### config.mk
export PLATFORM = sky130hd
export DESIGN_NAME = a2audio_top
export DESIGN_NICKNAME = d
export VERILOG_FILES = /design/src/hw/a2audio_pkg.sv /design/src/hw/audio_mixer.sv /design/src/hw/sample_fifo.sv /design/src/hw/i2s_serializer.sv /design/src/hw/a2audio_top.sv
export VERILOG_INCLUDE_DIRS = /design/src /design/src/hw
export SDC_FILE = /design/constraint.sdc
export NUM_CORES = 1
export LEC_CHECK = 0
export BUFFER_PORTS_ARGS = -buffer_cell sky130_fd_sc_hd__buf_2
export CAP_MARGIN = 20
export CORE_ASPECT_RATIO = 1.25
export CORE_MARGIN = 1.5
export CORE_UTILIZATION = 50
export DETAILED_ROUTE_END_ITERATION = 16
export GPL_TIMING_DRIVEN = 1
export PLACE_DENSITY = 0.67
export SLEW_MARGIN = 40
export SYNTH_ARGS = -nofsm -noshare
export SYNTH_HDL_FRONTEND = slang
export SYNTH_SLANG_ARGS = --single-unit
### constraint.sdc
create_clock -name clk_logic_w -period 6.9 [get_ports clk_logic_w]
set_clock_uncertainty 0.15 [all_clocks]
set_input_delay 1.38 -clock clk_logic_w [delete_from_list [all_inputs] [get_ports clk_logic_w]]
set_output_delay 1.38 -clock clk_logic_w [all_outputs]
set_load 0.01 [all_outputs]
### src/hw/a2audio_cfg.svh
`ifndef A2AUDIO_CFG_SVH
`define A2AUDIO_CFG_SVH

// Width of one channel word
`define A2A_SAMPLE_BITS 16
// Width of the sprite and Mockingboard levels
`define A2A_SRC_BITS 10

// Mix rule: speaker bit position and left shift of the 10-bit sources
`define A2A_SPK_BIT 12
`define A2A_SRC_SHIFT 3

// Frames buffered between mixer and serializer
`define A2A_FIFO_DEPTH 4

// Clock cycles per half bit clock period
`define A2A_BCLK_HALF 2
`define A2A_FRAME_BITS (2 * `A2A_SAMPLE_BITS)

`endif

### src/hw/a2audio_pkg.sv
`include "a2audio_cfg.svh"

package a2audio_pkg;

    // Unsigned level from the sprite chip or the Mockingboard
    typedef logic [`A2A_SRC_BITS-1:0] src_level_t;

    // Unsigned mixed channel word
    typedef logic [`A2A_SAMPLE_BITS-1:0] sample_t;

    // Left occupies the upper half so it goes out first
    typedef struct packed {
        sample_t left;
        sample_t right;
    } stereo_pair_t;

    // Mixer fills the channel view, serializer shifts the raw view
    typedef union packed {
        stereo_pair_t               ch;
        logic [`A2A_FRAME_BITS-1:0] raw;
    } audio_frame_u;

endpackage

### src/hw/audio_mixer.sv
`timescale 1ns/1ps
`include "a2audio_cfg.svh"

module audio_mixer (
    input  logic                      clk_logic_w,
    input  logic                      system_reset_n_w,
    input  logic                      sample_valid_i,
    input  logic                      speaker_i,
    input  logic                      speaker_en_i,
    input  a2audio_pkg::src_level_t   ssp_audio_i,
    input  a2audio_pkg::src_level_t   mb_audio_l_i,
    input  a2audio_pkg::src_level_t   mb_audio_r_i,
    output logic                      wr_o,
    output a2audio_pkg::audio_frame_u frame_o
);

    a2audio_pkg::sample_t spk_ext_w;
    a2audio_pkg::sample_t ssp_ext_w;
    a2audio_pkg::sample_t mb_l_ext_w;
    a2audio_pkg::sample_t mb_r_ext_w;
    a2audio_pkg::sample_t mix_l_w;
    a2audio_pkg::sample_t mix_r_w;

    // Speaker is a single bit placed at bit 12 when enabled
    always_comb begin
        spk_ext_w = '0;
        spk_ext_w[`A2A_SPK_BIT] = speaker_i & speaker_en_i;
    end

    // Zero-extend first, then scale the 10-bit sources by 8
    assign ssp_ext_w  = a2audio_pkg::sample_t'(ssp_audio_i) << `A2A_SRC_SHIFT;
    assign mb_l_ext_w = a2audio_pkg::sample_t'(mb_audio_l_i) << `A2A_SRC_SHIFT;
    assign mb_r_ext_w = a2audio_pkg::sample_t'(mb_audio_r_i) << `A2A_SRC_SHIFT;

    // Worst case is 4096 + 8184 + 8184, well inside 16 bits
    assign mix_l_w = spk_ext_w + ssp_ext_w + mb_l_ext_w;
    assign mix_r_w = spk_ext_w + ssp_ext_w + mb_r_ext_w;

    // Write strobe follows the input strobe by one cycle
    always_ff @(posedge clk_logic_w) begin
        if (!system_reset_n_w) begin
            wr_o <= 1'b0;
        end else begin
            wr_o <= sample_valid_i;
        end
    end

    // Frame word only changes when a new sample is captured
    always_ff @(posedge clk_logic_w) begin
        if (sample_valid_i) begin
            frame_o.ch.left  <= mix_l_w;
            frame_o.ch.right <= mix_r_w;
        end
    end

endmodule

### src/hw/sample_fifo.sv
`timescale 1ns/1ps
`include "a2audio_cfg.svh"

module sample_fifo (
    input  logic                      clk_logic_w,
    input  logic                      system_reset_n_w,
    input  logic                      wr_i,
    input  a2audio_pkg::audio_frame_u frame_i,
    input  logic                      pop_i,
    output a2audio_pkg::audio_frame_u frame_o,
    output logic                      empty_o,
    output logic                      overflow_o
);

    localparam int PtrW = $clog2(`A2A_FIFO_DEPTH);
    localparam int CntW = PtrW + 1;

    a2audio_pkg::audio_frame_u mem_r [`A2A_FIFO_DEPTH];

    logic [PtrW-1:0] wr_ptr_r;
    logic [PtrW-1:0] rd_ptr_r;
    logic [CntW-1:0] count_r;
    logic            full_w;
    logic            do_wr_w;
    logic            do_rd_w;

    function automatic logic [PtrW-1:0] ptr_next(input logic [PtrW-1:0] ptr);
        if (ptr == PtrW'(`A2A_FIFO_DEPTH - 1)) begin
            return '0;
        end
        return ptr + 1'b1;
    endfunction

    assign full_w  = (count_r == CntW'(`A2A_FIFO_DEPTH));
    assign empty_o = (count_r == '0);

    // Writes into a full buffer are lost
    assign do_wr_w = wr_i && !full_w;
    assign do_rd_w = pop_i && !empty_o;

    // Show-ahead, head is valid whenever empty_o is low
    assign frame_o = mem_r[rd_ptr_r];

    always_ff @(posedge clk_logic_w) begin
        if (do_wr_w) begin
            mem_r[wr_ptr_r] <= frame_i;
        end
    end

    always_ff @(posedge clk_logic_w) begin
        if (!system_reset_n_w) begin
            wr_ptr_r   <= '0;
            rd_ptr_r   <= '0;
            count_r    <= '0;
            overflow_o <= 1'b0;
        end else begin
            if (do_wr_w) begin
                wr_ptr_r <= ptr_next(wr_ptr_r);
            end
            if (do_rd_w) begin
                rd_ptr_r <= ptr_next(rd_ptr_r);
            end
            // Pop and write together leave the fill level unchanged
            case ({do_wr_w, do_rd_w})
                2'b10:   count_r <= count_r + 1'b1;
                2'b01:   count_r <= count_r - 1'b1;
                default: count_r <= count_r;
            endcase
            // Sticky until reset
            if (wr_i && full_w) begin
                overflow_o <= 1'b1;
            end
        end
    end

endmodule

### src/hw/i2s_serializer.sv
`timescale 1ns/1ps
`include "a2audio_cfg.svh"

module i2s_serializer (
    input  logic                      clk_logic_w,
    input  logic                      system_reset_n_w,
    input  a2audio_pkg::audio_frame_u frame_i,
    input  logic                      empty_i,
    output logic                      pop_o,
    output logic                      i2s_bclk_o,
    output logic                      i2s_lrclk_o,
    output logic                      i2s_data_o
);

    localparam int DivW = (`A2A_BCLK_HALF > 1) ? $clog2(`A2A_BCLK_HALF) : 1;

    logic [DivW-1:0]            div_cnt_r;
    logic                       first_r;
    logic [4:0]                 bit_cnt_r;
    logic [4:0]                 bit_next_w;
    logic [`A2A_FRAME_BITS-1:0] shift_r;
    logic                       tick_w;
    logic                       fall_w;
    logic                       frame_start_w;

    // End of a half bit clock period
    assign tick_w = (div_cnt_r == DivW'(`A2A_BCLK_HALF - 1));

    // First tick after reset acts as a falling edge while the bit clock
    // stays low, so the first frame starts two cycles after release
    assign fall_w = tick_w && (i2s_bclk_o || first_r);

    // Counter parks at 31 in reset so the first fall opens a frame
    assign frame_start_w = fall_w && (bit_cnt_r == 5'd31);
    assign bit_next_w    = bit_cnt_r + 5'd1;

    // Single-cycle pop, head frame is consumed in the same cycle
    assign pop_o = frame_start_w && !empty_i;

    // MSB first, left word leads
    assign i2s_data_o = shift_r[`A2A_FRAME_BITS-1];

    // Half-period divider and bit clock
    always_ff @(posedge clk_logic_w) begin
        if (!system_reset_n_w) begin
            div_cnt_r  <= '0;
            i2s_bclk_o <= 1'b0;
            first_r    <= 1'b1;
        end else begin
            if (tick_w) begin
                div_cnt_r <= '0;
                if (first_r) begin
                    first_r <= 1'b0;
                end else begin
                    i2s_bclk_o <= ~i2s_bclk_o;
                end
            end else begin
                div_cnt_r <= div_cnt_r + 1'b1;
            end
        end
    end

    // Bit index within the frame and word clock
    always_ff @(posedge clk_logic_w) begin
        if (!system_reset_n_w) begin
            bit_cnt_r   <= '1;
            i2s_lrclk_o <= 1'b0;
        end else if (fall_w) begin
            bit_cnt_r <= bit_next_w;
            // Low for bits 0..15 (left), high for 16..31 (right)
            i2s_lrclk_o <= bit_next_w[4];
        end
    end

    // Shift register, loads a frame or silence at each frame start
    always_ff @(posedge clk_logic_w) begin
        if (!system_reset_n_w) begin
            shift_r <= '0;
        end else if (fall_w) begin
            if (frame_start_w) begin
                shift_r <= empty_i ? '0 : frame_i.raw;
            end else begin
                shift_r <= {shift_r[`A2A_FRAME_BITS-2:0], 1'b0};
            end
        end
    end

endmodule

### src/hw/a2audio_top.sv
`timescale 1ns/1ps
`include "a2audio_cfg.svh"

module a2audio_top (
    input  logic                    clk_logic_w,
    input  logic                    system_reset_n_w,
    input  logic                    sample_valid_i,
    input  logic                    speaker_i,
    input  logic                    speaker_en_i,
    input  a2audio_pkg::src_level_t ssp_audio_i,
    input  a2audio_pkg::src_level_t mb_audio_l_i,
    input  a2audio_pkg::src_level_t mb_audio_r_i,
    output logic                    i2s_bclk_o,
    output logic                    i2s_lrclk_o,
    output logic                    i2s_data_o,
    output logic                    overflow_o
);

    // Mixer to buffer
    logic                      mix_wr_w;
    a2audio_pkg::audio_frame_u mix_frame_w;

    // Buffer to serializer
    a2audio_pkg::audio_frame_u head_frame_w;
    logic                      fifo_empty_w;
    logic                      ser_pop_w;

    audio_mixer u_mixer (
        .clk_logic_w      (clk_logic_w),
        .system_reset_n_w (system_reset_n_w),
        .sample_valid_i   (sample_valid_i),
        .speaker_i        (speaker_i),
        .speaker_en_i     (speaker_en_i),
        .ssp_audio_i      (ssp_audio_i),
        .mb_audio_l_i     (mb_audio_l_i),
        .mb_audio_r_i     (mb_audio_r_i),
        .wr_o             (mix_wr_w),
        .frame_o          (mix_frame_w)
    );

    sample_fifo u_fifo (
        .clk_logic_w      (clk_logic_w),
        .system_reset_n_w (system_reset_n_w),
        .wr_i             (mix_wr_w),
        .frame_i          (mix_frame_w),
        .pop_i            (ser_pop_w),
        .frame_o          (head_frame_w),
        .empty_o          (fifo_empty_w),
        .overflow_o       (overflow_o)
    );

    i2s_serializer u_serializer (
        .clk_logic_w      (clk_logic_w),
        .system_reset_n_w (system_reset_n_w),
        .frame_i          (head_frame_w),
        .empty_i          (fifo_empty_w),
        .pop_o            (ser_pop_w),
        .i2s_bclk_o       (i2s_bclk_o),
        .i2s_lrclk_o      (i2s_lrclk_o),
        .i2s_data_o       (i2s_data_o)
    );

endmodule

== Yosys cells after proc, flatten, opt, wreduce, memory -nomap -nowiden ==
Memories as Yosys holds them, arrays and structs flattened. A register that Yosys moved wholly into a read port is not among the register bits.
Index checks and enable logic that the tools add are counted.
Cells by class
  add/subtract/negate cells: 9
  multiply operators: 0
  div/mod/pow operators: 0
  $lt $le $gt $ge: 0
  equality and inequality tests: 6
  shift operators: 0
  mux-type cells: 17
  bitwise operators: 4
  reduce and logical (&&, ||, !) cells: 13
Operator list (number)
  $mux W32: 2
  $add A16 B13 Y16: 2
  $add A13 B13 Y14: 1
  $mux W2: 6
  $mux W1: 8
  $eq A2 B2 Y1 const B: 3
  $logic_and A1 B1 Y1: 6
  $pmux W3 S2: 1
  $add A5 B1 Y5 const B: 1
  $eq A5 B5 Y1 const B: 1
  $add A2 B1 Y2 const B: 2
  $add A3 B1 Y3 const B: 1
  $eq A3 B3 Y1 const B: 1
  $logic_not A3 Y1: 1
  $not A1 Y1: 3
  $sub A3 B1 Y3 const B: 1
  $eq A2 B1 Y1 const B: 1
  $logic_not A1 Y1: 2
  $reduce_and A2 Y1: 1
  $reduce_bool A2 Y1: 1
  $reduce_or A2 Y1: 1
  $add A1 B1 Y1 const B: 1
  $and A1 B1 Y1: 1
  $logic_or A1 B1 Y1: 1
Storage, ports and cells
  register bits: 82
  bits in latches: 0
  bits in writable memories: 128
  memory bits (read-only): 0
  input bits: 35
  output and inout bits: 4
  word-level logic and storage cells: 62
  memories kept: 1
Memory list
  u_fifo.mem_r: words 4, bits a word 32, read ports 1, clocked after Yosys merged registers in 1, wr ports 1, line sample_fifo.sv:18  | a2audio_pkg::audio_frame_u mem_r [`A2A_FIFO_DEPTH];

== Longest topological paths before layout ==
Gate-level depths: netlist (run 1).
  word-level depth: 10
  gate-level depth with buffers: 12
  mapped depth without buffers: 10

== Hierarchy ==
A second synthesis (run 1) with hierarchy kept.
Second synthesis, totals
  cell total of the unflattened synthesis: 558
  area, all modules: 8531.9 µm²
By module, submodules not included
  sample_fifo: instances 1, cells an instance 225, area each 5132.4 µm², seq. area each 4043.9 µm²
  i2s_serializer: instances 1, cells an instance 186, area each 1707.9 µm², seq. area each 820.8 µm²
  audio_mixer: instances 1, cells an instance 147, area each 1691.6 µm², seq. area each 740.7 µm²

== Least setup slack after synthesis (run 1) ==
No wires, ideal clock.
  kind: input-to-reg
  start: in ssp_audio_i[0]
  end: reg u_mixer.frame_o[29] (netlist bit) (data pin)
  library setup time: 0.263 ns
  data arrival time: 2.814 ns
  required time: 6.487 ns
  path slack: 3.673 ns
  stages on the path: 7
  path buffers: 0
  cell sequence: ha_1 fa_1 a21o_1 a221oi_2 o21ai_0 a21oi_1 xnor2_1
Between the ends
  longest elaborated chain between the ends: 2
Ends and longest elaborated chain
  start, declared: line a2audio_top.sv:10  | input a2audio_pkg::src_level_t ssp_audio_i,
  $add A13 B13 Y14: line audio_mixer.sv:36  | assign mix_l_w = spk_ext_w + ssp_ext_w + mb_l_ext_w;
  $add A16 B13 Y16: line audio_mixer.sv:36
  net u_mixer.mix_l_w[13]: line audio_mixer.sv:21  | a2audio_pkg::sample_t mix_l_w;
  end, declared: line audio_mixer.sv:14  | output a2audio_pkg::audio_frame_u frame_o
The timed path passes the listed nets, and every way through them passes these cells.
A chain may end at the register's enable or synchronous reset.

== Worst setup path after layout (run 1) ==
  start: reg u_serializer.bit_cnt_r[0]
  end: reg u_fifo.count_r[2]
Between the ends
  longest elaborated chain between the ends: 6
  elaborated cells on any way between the ends: 8
  classes of those cells: eq/ne: 3; mux: 1; reduce/logical: 4
Ends and longest elaborated chain
  start, declared: line i2s_serializer.sv:19  | logic [4:0] bit_cnt_r;
  start signal, assigned: line i2s_serializer.sv:69  | bit_cnt_r <= bit_next_w;
  $eq A5 B5 Y1 (*): line i2s_serializer.sv:34  | assign frame_start_w = fall_w && (bit_cnt_r == 5'd31);
  $logic_and A1 B1 Y1 (*): line i2s_serializer.sv:34
  $logic_and A1 B1 Y1 (*): line i2s_serializer.sv:38  | assign pop_o = frame_start_w && !empty_i;
  $logic_and A1 B1 Y1 (*): line sample_fifo.sv:39  | assign do_rd_w = pop_i && !empty_o;
  $eq A2 B1 Y1 / $eq A2 B2 Y1 (equally long branches): line sample_fifo.sv:64  | case ({do_wr_w, do_rd_w})
  $pmux W3 S2 / $reduce_bool A2 Y1 (equally long branches)
  end signal, assigned: line sample_fifo.sv:65  | 2'b10: count_r <= count_r + 1'b1;
  end signal, assigned: line sample_fifo.sv:66  | 2'b01: count_r <= count_r - 1'b1;
  end signal, assigned: line sample_fifo.sv:67  | default: count_r <= count_r;
  end, declared: line sample_fifo.sv:22  | logic [CntW-1:0] count_r;
Every way passes the cells marked *; elsewhere a longest branch is shown, timed or not.

==> results of run 1 <==
synth_stat cells (all sizes together) (6+ instances only):
cell      n  area [sq um]
and3      7          43.8
dfxtp    49           981
nor3b    23           173
mux4     24           559
inv      14          52.6
and2      6          37.5
a221oi   24           335
o21ai    12          63.8
xor2      7          61.3
clkbuf   12          45.0
xnor2    15           131
ha       29           363
edfxtp  120          3600
a21boi    9          67.6
buf      12           106
nor2b    32           200
a21o      6          45.0
nand2    30           113
nor2     13          48.8
a21oi    16          80.1
registers in the layout, indices dropped and copies added, names as in the netlist, 2 cells and up, named ones only:
name                    cells
u_fifo.wr_ptr_r             2
u_fifo.count_r              3
u_fifo.mem_r               96
u_mixer.frame_o            24
u_serializer.shift_r       29
u_serializer.bit_cnt_r      5
u_fifo.rd_ptr_r             2
power breakdown:
part	internal [W]	leakage [nW]	switching, W
clock	0.000485	0.279	0.000425
sequential	0.00116	1.50	0.0000353
combinational	0.0000924	1.10	0.000119
total	0.00174	2.88	0.000579
final cells by class:
cell class              count  share of cell area
inverters                  14             0.00632
clock inverters            14              0.0180
repair buffers             45              0.0292
flip-flops and latches    169               0.551
multi-input cells         291               0.317
well taps                 178              0.0268
clock buffers              18              0.0516
how the worst min path moves through the flow:
stage	to
2_1_floorplan	u_serializer.shift_r[18]
3_3_place_gp	u_serializer.shift_r[18]
3_5_place_dp	u_serializer.shift_r[31]
4_1_cts	u_serializer.shift_r[31]
5_1_grt	u_serializer.shift_r[18]
6_report	u_serializer.shift_r[31]
cell families (layout without fill, tap and decap cells):
family                   Yosys count  after routing  synth area share
AO/OA/AOI/OAI                     81             81            0.0938
multiplexers                      26             26            0.0781
flip-flops                       169            169             0.618
buffers and inverters             38             91            0.0275
XOR/XNOR                          22             22            0.0260
AND/OR/NAND/NOR                  130            130            0.0992
adder cells (fa/ha/maj)           32             32            0.0570
per-stage QoR:
stage	instances	hold slack [ns]
floorplan	498	0.286
global placement	697	0.300
detailed placement	697	0.311
CTS	729	0.319
global route	729	0.338
finish	729	0.315
worst max-delay path, cell delays in order, from the launching register on:
cell and delay, ns:
dfxtp_1 0.38, ha_1 0.20, and3_1 0.16, ha_2 0.53
o311a_1 0.26, buf_4 0.38, ha_1 0.27, inv_1 0.07
fa_1 0.37, xor2_1 0.16, or3_1 0.30, a21boi_0 0.16
metal layers:
| layer | part of all wire | track usage | vias to the layer above |
|---|---|---|---|
| li1 | - | - | 1979 |
| met1 | 0.43 | 0.207 | 2074 |
| met2 | 0.53 | 0.299 | 87 |
| met3 | 0.034 | 0.0358 | 10 |
| met4 | 0.0067 | 0.0628 | 0 |
| met5 | 0 | 0 | - |
layout by cell type (no fill, tap or decap), types with 3 or more instances in the layout:
| cell type | synthesis | layout |
|---|---|---|
| a21boi_0 | 9 | 9 |
| a21o_1 | 6 | 6 |
| a21oi_1 | 16 | 16 |
| a221oi_1 | 4 | 4 |
| a221oi_2 | 20 | 20 |
| and2_1 | 6 | 6 |
| and3_1 | 7 | 7 |
| buf_2 | 5 | 38 |
| buf_4 | 2 | 7 |
| clkbuf_16 | 0 | 17 |
| dfxtp_1 | 49 | 48 |
| edfxtp_1 | 120 | 120 |
| fa_1 | 3 | 3 |
| ha_1 | 29 | 28 |
| inv_1 | 14 | 14 |
| inv_6 | 0 | 3 |
| inv_8 | 0 | 6 |
| mux4_1 | 5 | 5 |
| mux4_2 | 19 | 19 |
| nand2_1 | 30 | 30 |
| nand3_1 | 4 | 4 |
| nand3b_1 | 5 | 5 |
| nor2_1 | 13 | 13 |
| nor2b_1 | 32 | 32 |
| nor3b_1 | 23 | 23 |
| o21ai_0 | 11 | 11 |
| xnor2_1 | 15 | 15 |
| xor2_1 | 7 | 7 |
==> impl_metrics.tcl, run 1 <==
set metrics [dict create \
    setup_viol 0 \
    clkSlewWorstSetupHoldPaths_ns 0.07 \
    initial_core_util 0.512 \
    cp.required_ns 7.10 \
    p_leak_nw 2.88 \
    antenna_left 0 \
    path_class "reg -> reg" \
    finalHoldViolCount 0 \
    dp_hpwl_um 8290 \
    pre_cts_slack_ns 3.40 \
    port_buffers 38 \
    final_cell_area_sq_um 8320 \
    drive_gt1_frac 0.216 \
    cp-start-kind "register" \
    ys_seq_elements 169 \
    maxCapViolCount 0 \
    violations "design-rule violations" \
    grt_usage 0.170 \
    drc 4 \
    hold_path_class "reg -> reg" \
    routedWlPerCell_um 17.4 \
    fin_tns_setup_ns 0 \
    row_count 49 \
    power.total_w 0.00232 \
    die_h_um 139 \
    nets 605 \
    status "finished with violations" \
    slew_violations 0 \
    die_area_sq_um 15600 \
    avgSynthCellArea_sq_um 14.9 \
    ys_seq_area_frac 0.618 \
    cp.arrival_ns 3.68 \
    drt_iter0_markers 242 \
    cts_tree "yes" \
    worstMarginPinSlew_ns 0.664 \
    syn_area_sq_um 7410 \
    rr_worst_depth 11 \
    gr-total-overflow 0 \
    placed_cell_area_sq_um 7740 \
    rsz0062_at_grt "false" \
    crit_path_end "u_fifo.count_r[2]" \
    cts-root-buf "clkbuf_16" \
    final.period_utilization 0.504 \
    vias 4150 \
    cts_buffers 17 \
    ctsHoldBuffers 0 \
    synth_flop_cell "edfxtp_1" \
    r2r_slack_ns 3.42 \
    synth_edf_count 120 \
    clockBufferDepth 2 \
    max-slew-margin-rel 0.558 \
    finish.utilization 0.575 \
    diodes 0 \
    regArea_sq_um 4590 \
    grt_pass1_vias 4232 \
    routed_wl_um 12700 \
    timing.rr.start "u_serializer.bit_cnt_r[0]" \
    dieWidth_um 112 \
    critPathLaunch "u_serializer.bit_cnt_r[0]" \
    routed_via_density 5.69 \
    grt_max_degree 56 \
    fmax_mhz 287 \
    multi_input_area_sq_um 2640 \
    hold_start "u_serializer.shift_r[31]" \
    design.core.area_sq_um 14500 \
    grt_pass1_wl_um 20600 \
    place_congestion 0.841 \
    p_per_area_nw_per_um2 279 \
    post_cts_resized 0 \
    n_fill_cell 1109 \
    antenna_found_initial 0 \
    hold_depth 2 \
    dr.pass1.iters 10 \
    crit_path_max_fanout 29 \
    cts_setup_buffers 0 \
    cts_sinks 169 \
    io_pins 39 \
    r2r-end "u_fifo.count_r[2]" \
    clk_latency_ns 0.42 \
    peakVddDrop_mv 0.176 \
    areaGrowthSynthToFinish_pct 12.2 \
    syn_nets 565 \
    yosysWarnings 0 \
    post-route-min-period_ns 3.48 \
    synthCells 498 \
    endpoint_kind "register" \
    async_flop_share 0 \
    htreeDepth 4 \
    fin_ws_ns 3.42 \
    synth_cell_type_count 46 \
]
(Power assumes the default switching activity.)
==> inputs of run 2 (changes only) <==
Settings changed: PLACE_DENSITY 0.67 to 0.7.
Clock period 6.9 ns to 3.2 ns, I/O delays scaled along.
==> impl_metrics.tcl, run 2 (same netlist as run 1, synthesis figures left out) <==
set metrics [dict create \
    hold_path_class "reg -> reg" \
    die_h_um 139 \
    dieWidth_um 112 \
    status "finished with violations" \
    crit_top_cell "ha_1" \
    place_congestion 0.892 \
    grt_pass1_wl_um 20500 \
    final_cell_area_sq_um 8350 \
    final.period_utilization 0.803 \
    r2r_slack_ns 0.63 \
    design.core.area_sq_um 14500 \
    power_switching_w 0.00123 \
    setup_viol 0 \
    io_pins 39 \
    grt_max_degree 48 \
    antenna_found_initial 0 \
    drt_iter0_markers 165 \
    routedWlPerCell_um 16.8 \
    fin_ws_ns 0.631 \
    finalHoldViolCount 0 \
    endpoint_kind "register" \
    nets 609 \
    combPwrFrac 0.093 \
    final_cells 733 \
    p_per_area_nw_per_um2 596 \
    clk_latency_ns 0.42 \
    cts_sinks 169 \
    slew_violations 0 \
    dp_cells 701 \
    ctsHoldBuffers 0 \
    row_count 49 \
    areaGrowthSynthToFinish_pct 12.6 \
    cp.required_ns 3.40 \
    largest_reg_flops 96 \
    cts-root-buf "clkbuf_16" \
    htreeDepth 4 \
    critPathSlowestCell "fa_1" \
    post-route-min-period_ns 2.57 \
    largest_registers "u_fifo.mem_r x96, u_serializer.shift_r x29, u_mixer.frame_o x24" \
    crit_path_max_fanout 3 \
    rsz0062_at_grt "false" \
    die_area_sq_um 15600 \
    initial_core_util 0.512 \
    power.internal_w 0.00375 \
    antenna_left 0 \
    peakVddDrop_mv 0.415 \
    power_frac_seq 0.518 \
    drc 6 \
    routed_via_density 5.60 \
    grt_pass1_vias 4276 \
    violations "design-rule violations" \
    worstPathCellList "ha_1 > and3_1 > ha_1 > o311a_1 > ha_1 > inv_1 > fa_1 > xor2_1 > or3_1 > a21boi_0" \
    drive_gt1_frac 0.218 \
    vias 4107 \
    fin_tns_setup_ns 0 \
    grt_usage 0.170 \
    clockBufferDepth 2 \
    cp.arrival_ns 2.77 \
    gr-total-overflow 0 \
    clkSlewWorstSetupHoldPaths_ns 0.07 \
    dp_hpwl_um 8170 \
    final_common_cell "edfxtp_1" \
    diodes 0 \
    cts_setup_buffers 0 \
    top_register "u_fifo.mem_r" \
    pre_cts_slack_ns 0.443 \
    final_cell_mix "edfxtp_1, dfxtp_1, buf_2, nor2b_1, nand2_1" \
    cts_buffers 17 \
    worstMarginPinSlew_ns 0.736 \
    swShare 0.247 \
    dr.pass1.iters 10 \
    port_buffers 38 \
    path_class "reg -> reg" \
    slowest_delay_ns 0.38 \
    power.total_w 0.00498 \
    post_cts_resized 0 \
    power_frac_clock 0.389 \
    fmax_mhz 389 \
    cts_tree "yes" \
    critical_path_buf_inv_count 1 \
    cp-start-kind "register" \
    max-slew-margin-rel 0.509 \
    p_leak_nw 2.92 \
    crit_family "adder cells" \
    placed_cell_area_sq_um 7780 \
    maxCapViolCount 0 \
    routed_wl_um 12400 \
]
[run 2: path summary, 6_finish.rpt]
kind                                           startpoint                        to  cells past startpoint
worst min register to register   u_serializer.shift_r[31]  u_serializer.shift_r[31]                      2
worst min-delay path             u_serializer.shift_r[31]  u_serializer.shift_r[31]                      2
worst max-delay path            u_serializer.bit_cnt_r[0]         u_fifo.count_r[2]                     10
worst max register to register  u_serializer.bit_cnt_r[0]         u_fifo.count_r[2]                     10
[run 2: routing by layer]
metal | routed length [um] | GRT usage | share of wire | vias up
met1 | 5090 | 0.187 | 0.41 | 2013
met3 | 371 | 0.0350 | 0.030 | 18
met5 | 0 | 0 | 0 | -
li1 | - | - | - | 2001
met4 | 293 | 0.0830 | 0.024 | 0
met2 | 6600 | 0.310 | 0.53 | 75
[run 2: layout make-up]
cell class                 instances  area (sq um)
clock buffer                      17           425
clock inverter                    15           146
fill                            1101          6120
inverter                          14          52.6
multi-input combinational        291          2630
sequential                       169          4580
tap                              178           223
timing repair buffer              49           285
[run 2: per-stage QoR]
stage	util	hold WS (ns)
after floorplan	-	0.286
after global routing	0.577	0.350
final	0.577	0.314
after CTS	0.577	0.322
after global placement	0.538	0.300
after detailed placement	0.538	0.314
[run 2: power groups by stage]
stage | combinational [W] | sequential [W] | clock (W)
floorplan | 0.000348 | 0.00260 | 0
global placement | 0.000451 | 0.00261 | 0
detailed placement | 0.000463 | 0.00263 | 0
CTS | 0.000465 | 0.00258 | 0.00198
global route | 0.000512 | 0.00259 | 0.00207
finish | 0.000461 | 0.00258 | 0.00194
[run 2: worst register-to-register path: stages (launching register included)]
cell      delay (ns)
dfxtp_1         0.37
ha_1            0.19
and3_1          0.16
ha_1            0.17
o311a_1         0.20
ha_1            0.18
inv_1           0.06
fa_1            0.38
xor2_1          0.16
or3_1           0.30
a21boi_0        0.17
